$ cat src/spmd_config.svh
// build-time sizes of the spmd harness; include wherever a size macro is needed
`ifndef SPMD_CONFIG_SVH
`define SPMD_CONFIG_SVH

// tile array
`define SPMD_NUM_TILES 4

// words in each tile's local data memory
`define SPMD_DMEM_WORDS 16

// cycles between tag programming done and core reset release
`define SPMD_RESET_DEPTH 3

// memory word, kernel result and key width
`define SPMD_DATA_WIDTH 32

// global cycle counter width
`define SPMD_CYCLE_WIDTH 32

`endif
$ cat src/spmd_pkg.sv
// shared types of the spmd harness; modules import it inside their bodies
`include "spmd_config.svh"

package spmd_pkg;

  localparam int unsigned ADDR_WIDTH =
    (`SPMD_DMEM_WORDS > 1) ? $clog2(`SPMD_DMEM_WORDS) : 1;

  localparam int unsigned TILE_ID_WIDTH =
    (`SPMD_NUM_TILES > 1) ? $clog2(`SPMD_NUM_TILES) : 1;

  // memory word or kernel result
  typedef logic [`SPMD_DATA_WIDTH-1:0] data_t;

  // word index inside one tile memory
  typedef logic [ADDR_WIDTH-1:0] addr_t;

  typedef logic [TILE_ID_WIDTH-1:0] tile_id_t;

  // per-tile key, same width as a data word
  typedef logic [`SPMD_DATA_WIDTH-1:0] key_t;

  typedef logic [`SPMD_NUM_TILES-1:0] tile_mask_t;  // one bit per tile

  typedef logic [`SPMD_CYCLE_WIDTH-1:0] cycle_t;

endpackage

$ cat src/spmd_top.sv
// spmd harness top: tag programmer, host loader and the tile array
`timescale 1ns/1ns
`include "spmd_config.svh"

module spmd_top (
  input  logic                 clk_i,
  input  logic                 rst_n_i,
  input  spmd_pkg::key_t       tag_seed_i,
  input  logic                 load_v_i,
  input  spmd_pkg::tile_id_t   load_tile_i,
  input  spmd_pkg::addr_t      load_addr_i,
  input  spmd_pkg::data_t      load_data_i,
  input  logic                 start_v_i,
  input  spmd_pkg::tile_mask_t start_mask_i,
  output logic                 ready_o,
  output logic                 drop_o,
  output logic                 print_stat_v_o,
  output spmd_pkg::tile_id_t   stat_tile_o,
  output spmd_pkg::data_t      stat_result_o,
  output spmd_pkg::cycle_t     stat_cycle_o
);

  import spmd_pkg::*;

  logic key_v;
  tile_id_t key_tile;
  key_t key_data;
  logic core_rst_n;
  tile_mask_t wr_v;
  addr_t wr_addr;
  data_t wr_data;
  tile_mask_t go;
  tile_mask_t busy;
  tile_mask_t done;
  data_t [`SPMD_NUM_TILES-1:0] results;

  tag_programmer u_tag_programmer (
    .clk_i(clk_i)
    ,.rst_n_i(rst_n_i)
    ,.tag_seed_i(tag_seed_i)
    ,.key_v_o(key_v)
    ,.key_tile_o(key_tile)
    ,.key_data_o(key_data)
    ,.core_rst_n_o(core_rst_n)
  );

  spmd_loader u_loader (
    .clk_i(clk_i)
    ,.core_rst_n_i(core_rst_n)
    ,.load_v_i(load_v_i)
    ,.load_tile_i(load_tile_i)
    ,.load_addr_i(load_addr_i)
    ,.load_data_i(load_data_i)
    ,.start_v_i(start_v_i)
    ,.start_mask_i(start_mask_i)
    ,.busy_i(busy)
    ,.done_i(done)
    ,.results_i(results)
    ,.wr_v_o(wr_v)
    ,.wr_addr_o(wr_addr)
    ,.wr_data_o(wr_data)
    ,.go_o(go)
    ,.drop_o(drop_o)
    ,.ready_o(ready_o)
    ,.print_stat_v_o(print_stat_v_o)
    ,.stat_tile_o(stat_tile_o)
    ,.stat_result_o(stat_result_o)
    ,.stat_cycle_o(stat_cycle_o)
  );

  for (genvar i = 0; i < `SPMD_NUM_TILES; i++) begin : g_tile
    logic key_hit;  // key strobe decode
    assign key_hit = key_v & (key_tile == tile_id_t'(i));

    spmd_tile #(
      .TILE_ID(i)
    ) u_tile (
      .clk_i(clk_i)
      ,.core_rst_n_i(core_rst_n)
      ,.key_v_i(key_hit)
      ,.key_data_i(key_data)
      ,.wr_v_i(wr_v[i])
      ,.wr_addr_i(wr_addr)
      ,.wr_data_i(wr_data)
      ,.go_i(go[i])
      ,.busy_o(busy[i])
      ,.done_o(done[i])
      ,.result_o(results[i])
    );
  end

endmodule

$ cat src/spmd_loader.sv
// host-side loader: routes loads and starts, flags drops, reports finished tiles
`timescale 1ns/1ns
`include "spmd_config.svh"

module spmd_loader (
  input  logic                                  clk_i,
  input  logic                                  core_rst_n_i,
  input  logic                                  load_v_i,
  input  spmd_pkg::tile_id_t                    load_tile_i,
  input  spmd_pkg::addr_t                       load_addr_i,
  input  spmd_pkg::data_t                       load_data_i,
  input  logic                                  start_v_i,
  input  spmd_pkg::tile_mask_t                  start_mask_i,
  input  spmd_pkg::tile_mask_t                  busy_i,
  input  spmd_pkg::tile_mask_t                  done_i,
  input  spmd_pkg::data_t [`SPMD_NUM_TILES-1:0] results_i,
  output spmd_pkg::tile_mask_t                  wr_v_o,
  output spmd_pkg::addr_t                       wr_addr_o,
  output spmd_pkg::data_t                       wr_data_o,
  output spmd_pkg::tile_mask_t                  go_o,
  output logic                                  drop_o,
  output logic                                  ready_o,
  output logic                                  print_stat_v_o,
  output spmd_pkg::tile_id_t                    stat_tile_o,
  output spmd_pkg::data_t                       stat_result_o,
  output spmd_pkg::cycle_t                      stat_cycle_o
);

  import spmd_pkg::*;

  tile_mask_t busy_eff;  // running, or go already on its way
  tile_mask_t load_sel;
  logic load_ok;
  logic load_drop;
  logic start_drop;
  tile_mask_t avail;
  tile_mask_t pick;
  tile_id_t pick_id;
  logic pick_v;
  tile_mask_t pend_r;
  data_t [`SPMD_NUM_TILES-1:0] slot_r;
  cycle_t cycle_r;
  cycle_t cycle_nxt;

  assign ready_o = core_rst_n_i;

  assign busy_eff   = busy_i | go_o;
  assign load_sel   = tile_mask_t'(1) << load_tile_i;
  assign load_ok    = load_v_i & ready_o & ~|(load_sel & busy_eff);
  assign load_drop  = load_v_i & ~load_ok;
  assign start_drop = start_v_i & (~ready_o | (|(start_mask_i & busy_eff)));

  always_ff @(posedge clk_i) begin
    if (!core_rst_n_i) begin
      wr_v_o <= '0;
      go_o   <= '0;
    end else begin
      wr_v_o <= load_ok ? load_sel : '0;
      go_o   <= start_v_i ? (start_mask_i & ~busy_eff) : '0;  // idle targets still go
    end
  end

  // drop stays live in core reset so early host inputs are flagged
  always_ff @(posedge clk_i) begin
    drop_o <= load_drop | start_drop;
    if (load_ok) begin
      wr_addr_o <= load_addr_i;
      wr_data_o <= load_data_i;
    end
  end

  // lowest finished tile first
  assign avail = pend_r | done_i;

  always_comb begin
    pick_v  = 1'b0;
    pick_id = '0;
    for (int i = `SPMD_NUM_TILES - 1; i >= 0; i--) begin
      if (avail[i]) begin
        pick_v  = 1'b1;
        pick_id = tile_id_t'(i);
      end
    end
  end

  assign pick      = pick_v ? (tile_mask_t'(1) << pick_id) : '0;
  assign cycle_nxt = cycle_r + 1'b1;

  always_ff @(posedge clk_i) begin
    if (!core_rst_n_i) begin
      pend_r         <= '0;
      print_stat_v_o <= 1'b0;
      cycle_r        <= '0;
    end else begin
      pend_r         <= avail & ~pick;
      print_stat_v_o <= pick_v;
      cycle_r        <= cycle_nxt;  // edges since core reset release
    end
  end

  always_ff @(posedge clk_i) begin
    for (int i = 0; i < `SPMD_NUM_TILES; i++) begin
      if (done_i[i]) slot_r[i] <= results_i[i];
    end
    if (pick_v) begin
      stat_tile_o   <= pick_id;
      stat_result_o <= done_i[pick_id] ? results_i[pick_id] : slot_r[pick_id];
      stat_cycle_o  <= cycle_nxt;
    end
  end

  // a tile finishes again only after its previous record went out
  a_pend_no_overrun: assert property (@(posedge clk_i) disable iff (!core_rst_n_i)
    !(|(done_i & pend_r)))
    else $error("done pulse on pending tiles %b", done_i & pend_r);

endmodule

$ cat src/spmd_tile.sv
// one spmd tile: key register, local data memory and the sum-xor-key kernel
`timescale 1ns/1ns
`include "spmd_config.svh"

module spmd_tile #(
  parameter int unsigned TILE_ID = 0
) (
  input  logic            clk_i,
  input  logic            core_rst_n_i,
  input  logic            key_v_i,
  input  spmd_pkg::key_t  key_data_i,
  input  logic            wr_v_i,
  input  spmd_pkg::addr_t wr_addr_i,
  input  spmd_pkg::data_t wr_data_i,
  input  logic            go_i,
  output logic            busy_o,
  output logic            done_o,
  output spmd_pkg::data_t result_o
);

  import spmd_pkg::*;

  // one extra bit so the walk can count past the last word
  localparam int unsigned CNT_W = $bits(addr_t) + 1;

  key_t  key_r;
  data_t mem [`SPMD_DMEM_WORDS];
  data_t sum_r;
  data_t rd_word;
  logic [CNT_W-1:0] cnt_r;
  logic walk_end;

  assign walk_end = (cnt_r == CNT_W'(`SPMD_DMEM_WORDS));
  assign rd_word  = mem[cnt_r[CNT_W-2:0]];

  // written during core reset by the tag programmer
  always_ff @(posedge clk_i) begin
    if (key_v_i) key_r <= key_data_i;
  end

  always_ff @(posedge clk_i) begin
    if (wr_v_i) mem[wr_addr_i] <= wr_data_i;
  end

  // kernel control
  always_ff @(posedge clk_i) begin
    if (!core_rst_n_i) begin
      busy_o <= 1'b0;
      done_o <= 1'b0;
      cnt_r  <= '0;
    end else begin
      done_o <= 1'b0;
      if (go_i) begin
        busy_o <= 1'b1;
        cnt_r  <= '0;
      end else if (busy_o) begin
        if (walk_end) begin
          busy_o <= 1'b0;
          done_o <= 1'b1;  // one cycle pulse
        end else begin
          cnt_r <= cnt_r + 1'b1;
        end
      end
    end
  end

  // one word per cycle, wrapping sum
  always_ff @(posedge clk_i) begin
    if (go_i) begin
      sum_r <= '0;
    end else if (busy_o && !walk_end) begin
      sum_r <= sum_r + rd_word;
    end
  end

  always_ff @(posedge clk_i) begin
    if (busy_o && walk_end) result_o <= sum_r ^ key_r;  // held until next run
  end

  // the loader must filter writes and starts against busy
  a_no_touch_busy: assert property (@(posedge clk_i) disable iff (!core_rst_n_i)
    busy_o |-> !wr_v_i && !go_i)
    else $error("tile %0d written or started while busy", TILE_ID);

endmodule

$ cat src/tag_programmer.sv
// writes each tile's key after reset, then releases core reset through a delay chain
`timescale 1ns/1ns
`include "spmd_config.svh"

module tag_programmer (
  input  logic               clk_i,
  input  logic               rst_n_i,
  input  spmd_pkg::key_t     tag_seed_i,
  output logic               key_v_o,
  output spmd_pkg::tile_id_t key_tile_o,
  output spmd_pkg::key_t     key_data_o,
  output logic               core_rst_n_o
);

  import spmd_pkg::*;

  key_t seed_r;
  logic started_r;  // seed taken
  logic done_r;
  logic [`SPMD_RESET_DEPTH-1:0] rst_chain_r;  // active high reset in flight

  // seed rotated left by one byte per tile
  function automatic key_t rotl_key(key_t v, tile_id_t k);
    int unsigned amt;
    amt = (8 * k) % $bits(key_t);
    return (v << amt) | (v >> ($bits(key_t) - amt));
  endfunction

  always_ff @(posedge clk_i) begin
    if (rst_n_i && !started_r) seed_r <= tag_seed_i;
  end

  always_ff @(posedge clk_i) begin
    if (!rst_n_i) begin
      started_r  <= 1'b0;
      done_r     <= 1'b0;
      key_v_o    <= 1'b0;
      key_tile_o <= '0;
    end else if (!started_r) begin
      started_r  <= 1'b1;
      key_v_o    <= 1'b1;  // tile 0 next cycle
      key_tile_o <= '0;
    end else if (key_v_o) begin
      if (key_tile_o == tile_id_t'(`SPMD_NUM_TILES - 1)) begin
        key_v_o <= 1'b0;
        done_r  <= 1'b1;
      end else begin
        key_tile_o <= key_tile_o + 1'b1;
      end
    end
  end

  assign key_data_o = rotl_key(seed_r, key_tile_o);

  // ~done shifted through the chain
  always_ff @(posedge clk_i) begin
    if (!rst_n_i) rst_chain_r <= '1;
    else rst_chain_r <= {rst_chain_r[`SPMD_RESET_DEPTH-2:0], ~done_r};
  end

  assign core_rst_n_o = ~rst_chain_r[`SPMD_RESET_DEPTH-1];

  // once released the cores stay out of reset
  a_core_rst_sticky: assert property (@(posedge clk_i) disable iff (!rst_n_i)
    $past(rst_n_i) |-> !$fell(core_rst_n_o))
    else $error("core reset reasserted without a global reset");

endmodule

$ cat config.mk
export PLATFORM = sky130hd
export DESIGN_NAME = spmd_top
export DESIGN_NICKNAME = d
export VERILOG_FILES = /design/src/spmd_pkg.sv /design/src/spmd_top.sv /design/src/spmd_loader.sv /design/src/spmd_tile.sv /design/src/tag_programmer.sv
export VERILOG_INCLUDE_DIRS = /design/src /design/src/src
export SDC_FILE = /design/constraint.sdc
export NUM_CORES = 2
export LEC_CHECK = 0
export BUFFER_PORTS_ARGS = -buffer_cell sky130_fd_sc_hd__buf_2
export CORE_MARGIN = 2
export CORE_UTILIZATION = 57
export DETAILED_ROUTE_END_ITERATION = 16
export GPL_ROUTABILITY_DRIVEN = 0
export GPL_TIMING_DRIVEN = 0
export HOLD_SLACK_MARGIN = 0.03
export PLACE_DENSITY_LB_ADDON = 0.08
export SYNTH_ARGS = -nofsm -noshare
export SYNTH_HDL_FRONTEND = slang
export SYNTH_SLANG_ARGS = --single-unit
$ cat constraint.sdc
create_clock -name clk_i -period 4.8 [get_ports clk_i]
set_clock_uncertainty 0.1 [all_clocks]
set_input_delay 0.72 -clock clk_i [delete_from_list [all_inputs] [get_ports clk_i]]
set_output_delay 0.72 -clock clk_i [all_outputs]
set_load 0.01 [all_outputs]
==> Yosys cells after proc, flatten, opt, wreduce, memory -nomap -nowiden <==
Memories as Yosys holds them, arrays and structs flattened. A register that Yosys moved wholly into a read port is not among the register bits.
Index checks and enable logic that the tools add are counted.
{ "word_totals": {"reg_bits": 728, "latchBits": 0, "mem_bits_rw": 2048, "rom_bits": 0, "input_bits": 78, "output_inout_bits": 69, "word_cells": 195, "mem_count": 4} }
{ "classes": {"add_sub_neg": 11, "n_mul": 0, "div": 0, "magnitude_cmp": 1, "eq_ne": 7, "shifts": 4, "muxes": 52, "bitwise": 36, "reduce_logical": 35} }
{ "memory_table": {"columns": ["memory", "words", "width", "rd", "rd_ports_with_merged_regs", "wr", "line_no", "rtl"], "rows": [
  ["g_tile[0].u_tile.mem", 16, 32, 1, 1, 1, "spmd_tile.sv:27", "data_t mem [`SPMD_DMEM_WORDS];"],
  ["g_tile[1].u_tile.mem", 16, 32, 1, 1, 1, "spmd_tile.sv:27", null],
  ["g_tile[2].u_tile.mem", 16, 32, 1, 1, 1, "spmd_tile.sv:27", null],
  ["g_tile[3].u_tile.mem", 16, 32, 1, 1, 1, "spmd_tile.sv:27", null]
]} }
{ "op_table": {"columns": ["cell", "n"], "rows": [
  ["$add A32 B32 Y32", 4],
  ["$bmux W32 S2", 2],
  ["$xor A32 B32 Y32", 4],
  ["$mux W32", 3],
  ["$mux W4", 9],
  ["$mux W1", 33],
  ["$add A32 B1 Y32 const B", 1],
  ["$or A32 B32 Y32", 1],
  ["$shl A32 B5 Y32", 1],
  ["$shr A32 B32 Y32", 1],
  ["$add A5 B1 Y5 const B", 4],
  ["$eq A5 B5 Y1 const B", 4],
  ["$and A4 B4 Y4", 4],
  ["$not A1 Y1", 13],
  ["$reduce_and A2 Y1", 6],
  ["$reduce_or A2 Y1", 6],
  ["$reduce_or A3 Y1", 4],
  ["$logic_and A1 B1 Y1", 9],
  ["$and A1 B1 Y1", 8],
  ["$mux W2", 4],
  ["$not A4 Y4", 2],
  ["$or A4 B4 Y4", 2],
  ["$reduce_or A4 Y1", 2],
  ["$shl A1 B2 Y4 const A", 2],
  ["other kinds (10)", 17]
]} }

==> Longest topological paths before layout <==
{ "depth": {"ltp_word": 9, "mapped_depth": 17, "ltp_nobuf": 14} }

==> Modules after synthesis <==
Synthesis repeated with hierarchy kept, for this count alone.
{ "unflattened": {"hier_cells": 5873, "hier_area_um2": 111991.2} }
{ "by_module_without_submodules": {"columns": ["mod", "instances", "cells_each", "area_per_inst_um2", "seq_area_each_um2"], "rows": [
  ["spmd_tile (g_tile[2].u_tile ...)", 2, 1231, 24609.9, 18157.4],
  ["spmd_tile (g_tile[0].u_tile ...)", 2, 1225, 24599.8, 18157.4],
  ["spmd_loader", 1, 754, 11128.2, 7827.5],
  ["tag_programmer", 1, 203, 2406.1, 1121.1],
  ["spmd_top", 1, 4, 37.5, 0.0]
]} }

==> Worst setup path before layout <==
Ideal clock, no wire load.
{ "synth_timing": {"path_kind": "reg-to-reg", "startpoint": "register (tool-made name)", "endpoint": "register g_tile[3].u_tile.sum_r[30]", "arrival_time_ps": 4711, "required_ps": 4584, "path_slack_ps": -126, "stages_incl_launch_ff": 17, "cell_sequence": "dfxtp_1 buf_1 clkbuf_1 buf_2 mux4_2 mux4_2 ha_1 buf_6 a21oi_2 o21ai_1 or3_4 o21ai_4 o21bai_4 a221o_1 o211a_1 or4_1 and3_1"} }
{ "synth_rtl": {"columns": ["element", "line_no", "rtl"], "rows": [
  ["end signal: assignment", "spmd_tile.sv:72", "sum_r <= sum_r + rd_word;"],
  ["end: declaration", "spmd_tile.sv:28", "data_t sum_r;"]
]} }

==> results by group <==
Synthesis
  • Avg Inst Size Synth: just under 20 µm²
  • Syn Inst Count: roughly 5700
  • Synth Cell Area: 111000 µm²
  • Yosys top cell by area: edfxtp_1
  • Seq cells post-synth: about 2800
  • Top-count cell post-synth: edfxtp_1
  • Syn nets: 5950
  • Commonest cells in the synthesized netlist: 2566 x edfxtp_1, 672 x mux4_2, 262 x nand2_1
  • Yosys warning count: 0
  • Main synth FF type: edfxtp_1
  • Post-synth EDFFs: approximately 2600
  • Post-synth ARST share: 0%
  • Yosys top cell area share: between 60% and 70%
  • Yosys cell types: 83
  • Synth top area cells: edfxtp_1 69%, mux4_2 14%, dfxtp_1 4.1%
  • Register area share after synthesis: 73.4%

Global routing
  • Met1 layer usage reported by global route: ~44%
  • Global-route usage over all layers: 30.3%
  • GR Overflow Total: 0
  • GR peak layer: met2
  • First-pass GRT wire length: around 420000 µm
  • Largest net degree at the start of global routing: 57
  • Global-route met2 utilization: between 40 and 50%
  • Initial antenna violation count: 17
  • Met3 Resource Use GR: under 10%
  • Vias in the first global route: around 58000

Min path
  • Hold WC Path Type: in2reg
  • Worst Hold End: u_loader.go_o[0]
  • HP Start: start_v_i
  • Worst hold stages: 4

Setup path
  • Worst setup SP type: register
  • CP peak stage delay: a little over 600 ps
  • Reg2reg path depth: 17
  • Worst path bufs/invs: 4
  • R2R Setup Slk: 100 ps
  • Crit path DAT: 5420 ps
  • Critical Path RT: between 5000 and 6000 ps
  • Crit Path Category: reg2reg
  • Crit-path most repeated cell: mux4_2
  • Worst-path cell chain: buf_12, clkbuf_16, buf_16, mux4_2, mux4_2, ha_4, inv_1, fa_1, nand2b_1, a21o_1, a21oi_2, o21ai_4, o21bai_4, a221o_1, o211a_1, or4_1, and3_1
  • Crit-path max FO: 10
  • R2R Path End: g_tile[3].u_tile.sum_r[30]
  • Slowest cell on crit path: mux4_2
  • Kind of end point of the critical path: register
  • Delay-heaviest family, CP: compound AO/OA/AOI/OAI gates

Floorplan
  • Die Wd: 445 µm
  • Die area: 198000 µm²
  • # IOs: ~150
  • Num rows: ~160
  • Chip Height: 445 µm
  • Initial Util: between 50% and 60%
  • Core Region: roughly 190000 µm²

Place
  • PortBufs: approximately 150
  • Post-Place Cell Area: ~120000 µm²
  • Detail Placement HPWL: between 200000 and 250000 µm

Routing
  • DRC violations left: 0
  • Overall routed net length: 297000 µm
  • WL/cell: between 30 and 40 µm
  • Vias/cell: ~6.4
  • Post-route ant nets: 0
  • DRT iter0 DRCs: about 8000
  • Routed vias: 59100
  • TritonRoute pass-1 iters: 8

Power
  • Leak: between 40 and 50 nW
  • Int Power: about 0.040 W
  • Logic pwr share: under 10%
  • Pwr dens: 384 nW/µm²
  • Clock share of power: about 44%
  • Max rail drop VDD: roughly 420 µV
  • Sw Ratio: between 20 and 25%
  • Register share of total power: approximately 53%
  • Net Sw Power: roughly 0.01 W

Outcome
  • Failing checks: capacitance limit, slew limit
  • Status: finished with violations

Timing
  • FMAX: 0.213 GHz
  • Minimum clock period: approximately 4700 ps
  • Final Cycle Share: between 90% and 100%
  • Worst-margin pin slew: around 1600 ps
  • RSZ-0062 raised after global routing: true
  • Hold_ws: 163 ps
  • Final setup viols: 0
  • Fin. Hold Viols: 0
  • Worst rel slew slack: -3.40%
  • Fin. max-slew vios: 11

Cells and area
  • Area Overhead vs Synth: 17.0%
  • Layout cells sized above 1: about a quarter
  • Final #Nets: around 6700
  • Design area: around 130000 µm²

Job
  • Max cap viols: 1

CTS
  • CTS Root Cell: clkbuf_16
  • H-tree level count: 5
  • Clock Pin Slew Worst Setup and Hold Paths: 60 ps
  • CTS sink count: 2792
  • Maximum clock insertion buffer count: 4
  • CTS tree: done
  • CTS buffer count: 300
  • Clk_lat worst skew: 950 ps
cell type report:
type | instances | area, µm²
Clock buffer | 390 | 8070
Antenna cell | 7 | 17.5
Multi-Input combinational cell | 2617 | 28700
Tap cell | 2542 | 3180
Fill cell | 12600 | 64400
Inverter | 59 | 221
Buffer | 258 | 1620
Sequential cell | 2792 | 81600
Timing Repair Buffer | 406 | 5420
Clock inverter | 127 | 1120
per-layer routing:
layer	routed length (µm)	vias up
met2	140000	2953
met3	26200	480
met4	10700	4
met5	23	-
met1	120000	30800
li1	-	24800
per-stage QoR:
step	util (%)	setup TNS [ps]	power, W	instances	setup slack, ps
after floorplan	-	0	0.0278	5731	2.44
after global placement	59.2	-291470	0.0282	8419	-4470
after CTS	66.6	-0.0782	0.0501	9171	-0.0782
after global routing	66.8	-73.1	0.0513	9191	-49.6
final	66.8	0	0.0499	9198	101
after detailed placement	61.1	-73870	0.0283	8576	-1640
power by group through the flow:
stage	Combinational (W)	Clock (W)	Sequential (W)
detailed placement	0.00110	0	0.0272
global route	0.00133	0.0233	0.0267
global placement	0.00107	0	0.0272
floorplan	0.000766	0	0.0270
CTS	0.00117	0.0223	0.0267
finish	0.00122	0.0220	0.0267
logic make-up after synthesis:
| kind of cell | after synthesis | synth area share [%] |
|---|---|---|
| DFF | 2792 | 73.4 |
| adders and majority gates | 141 | 1.62 |
| and+or+nand+nor | 814 | 3.60 |
| xor gates and xnor gates | 257 | 2.03 |
| muxes | 713 | 14.0 |
| buffers and inverters | 322 | 1.13 |
| other | 1 | 0.00338 |
| AOI/OAI and AO/OA | 691 | 4.19 |
worst max-delay path by stage:
stage                                         start                          to  slack (ps)  cells past startpoint
floorplan                                  register  g_tile[3].u_tile.sum_r[30]           2                     16
global placement    u_tag_programmer.rst_chain_r[2]          u_loader.wr_v_o[2]       -4470                      4
detailed placement                         register  g_tile[3].u_tile.sum_r[31]       -1640                     15
CTS                                        register  g_tile[3].u_tile.sum_r[30]       -0.08                     16
global route                               register  g_tile[0].u_tile.sum_r[24]         -50                     17
finish                                     register  g_tile[3].u_tile.sum_r[30]         100                     17
sequential cells by signal (all words and copies together), names as in the netlist, 2 cells and up, named ones only:
name,cells
g_tile.u_tile.busy_o,4
g_tile.u_tile.cnt_r,20
g_tile.u_tile.done_o,4
g_tile.u_tile.key_r,128
g_tile.u_tile.mem,2048
g_tile.u_tile.result_o,128
g_tile.u_tile.sum_r,128
u_loader.cycle_r,32
u_loader.go_o,4
u_loader.pend_r,4
u_loader.slot_r,128
u_loader.stat_cycle_o,32
u_loader.stat_result_o,32
u_loader.stat_tile_o,2
u_loader.wr_addr_o,4
u_loader.wr_data_o,32
u_loader.wr_v_o,4
u_tag_programmer.key_tile_o,2
u_tag_programmer.rst_chain_r,3
u_tag_programmer.seed_r,32
placed cells by master (no fill, tap or decap), types with 95 or more instances in the layout:
cell type  Yosys  layout
edfxtp_1    2566    2566
mux4_2       672     672
clkbuf_16      0     311
nand2_1      262     262
dfxtp_1      226     218
a21oi_1      211     208
clkbuf_1     195     200
xor2_1       188     188
nor2_1       162     160
buf_2         27     154
ha_1         137     125
o21ai_0      103      95
worst register-to-register path: stages (launching register included):
cell and delay, ps:
dfxtp_4 400, buf_12 150, clkbuf_16 180, buf_16 160, mux4_2 540, mux4_2 630
ha_4 230, inv_1 70, fa_1 180, nand2b_1 140, a21o_1 160, a21oi_2 100
o21ai_4 250, o21bai_4 90, a221o_1 340, o211a_1 240, or4_1 470, and3_1 180
timing repair:
item | CTS | global route
buffers inserted | 3 | 21
pin swaps | 4 | 8
hold buffers | 77 | 0
cloned | 0 | 2
endpoints found under the hold margin | 80 | 0
resized for setup | 244 | 128
endpoints found under the setup margin | 104 | 37
(Power assumes the default switching activity.)
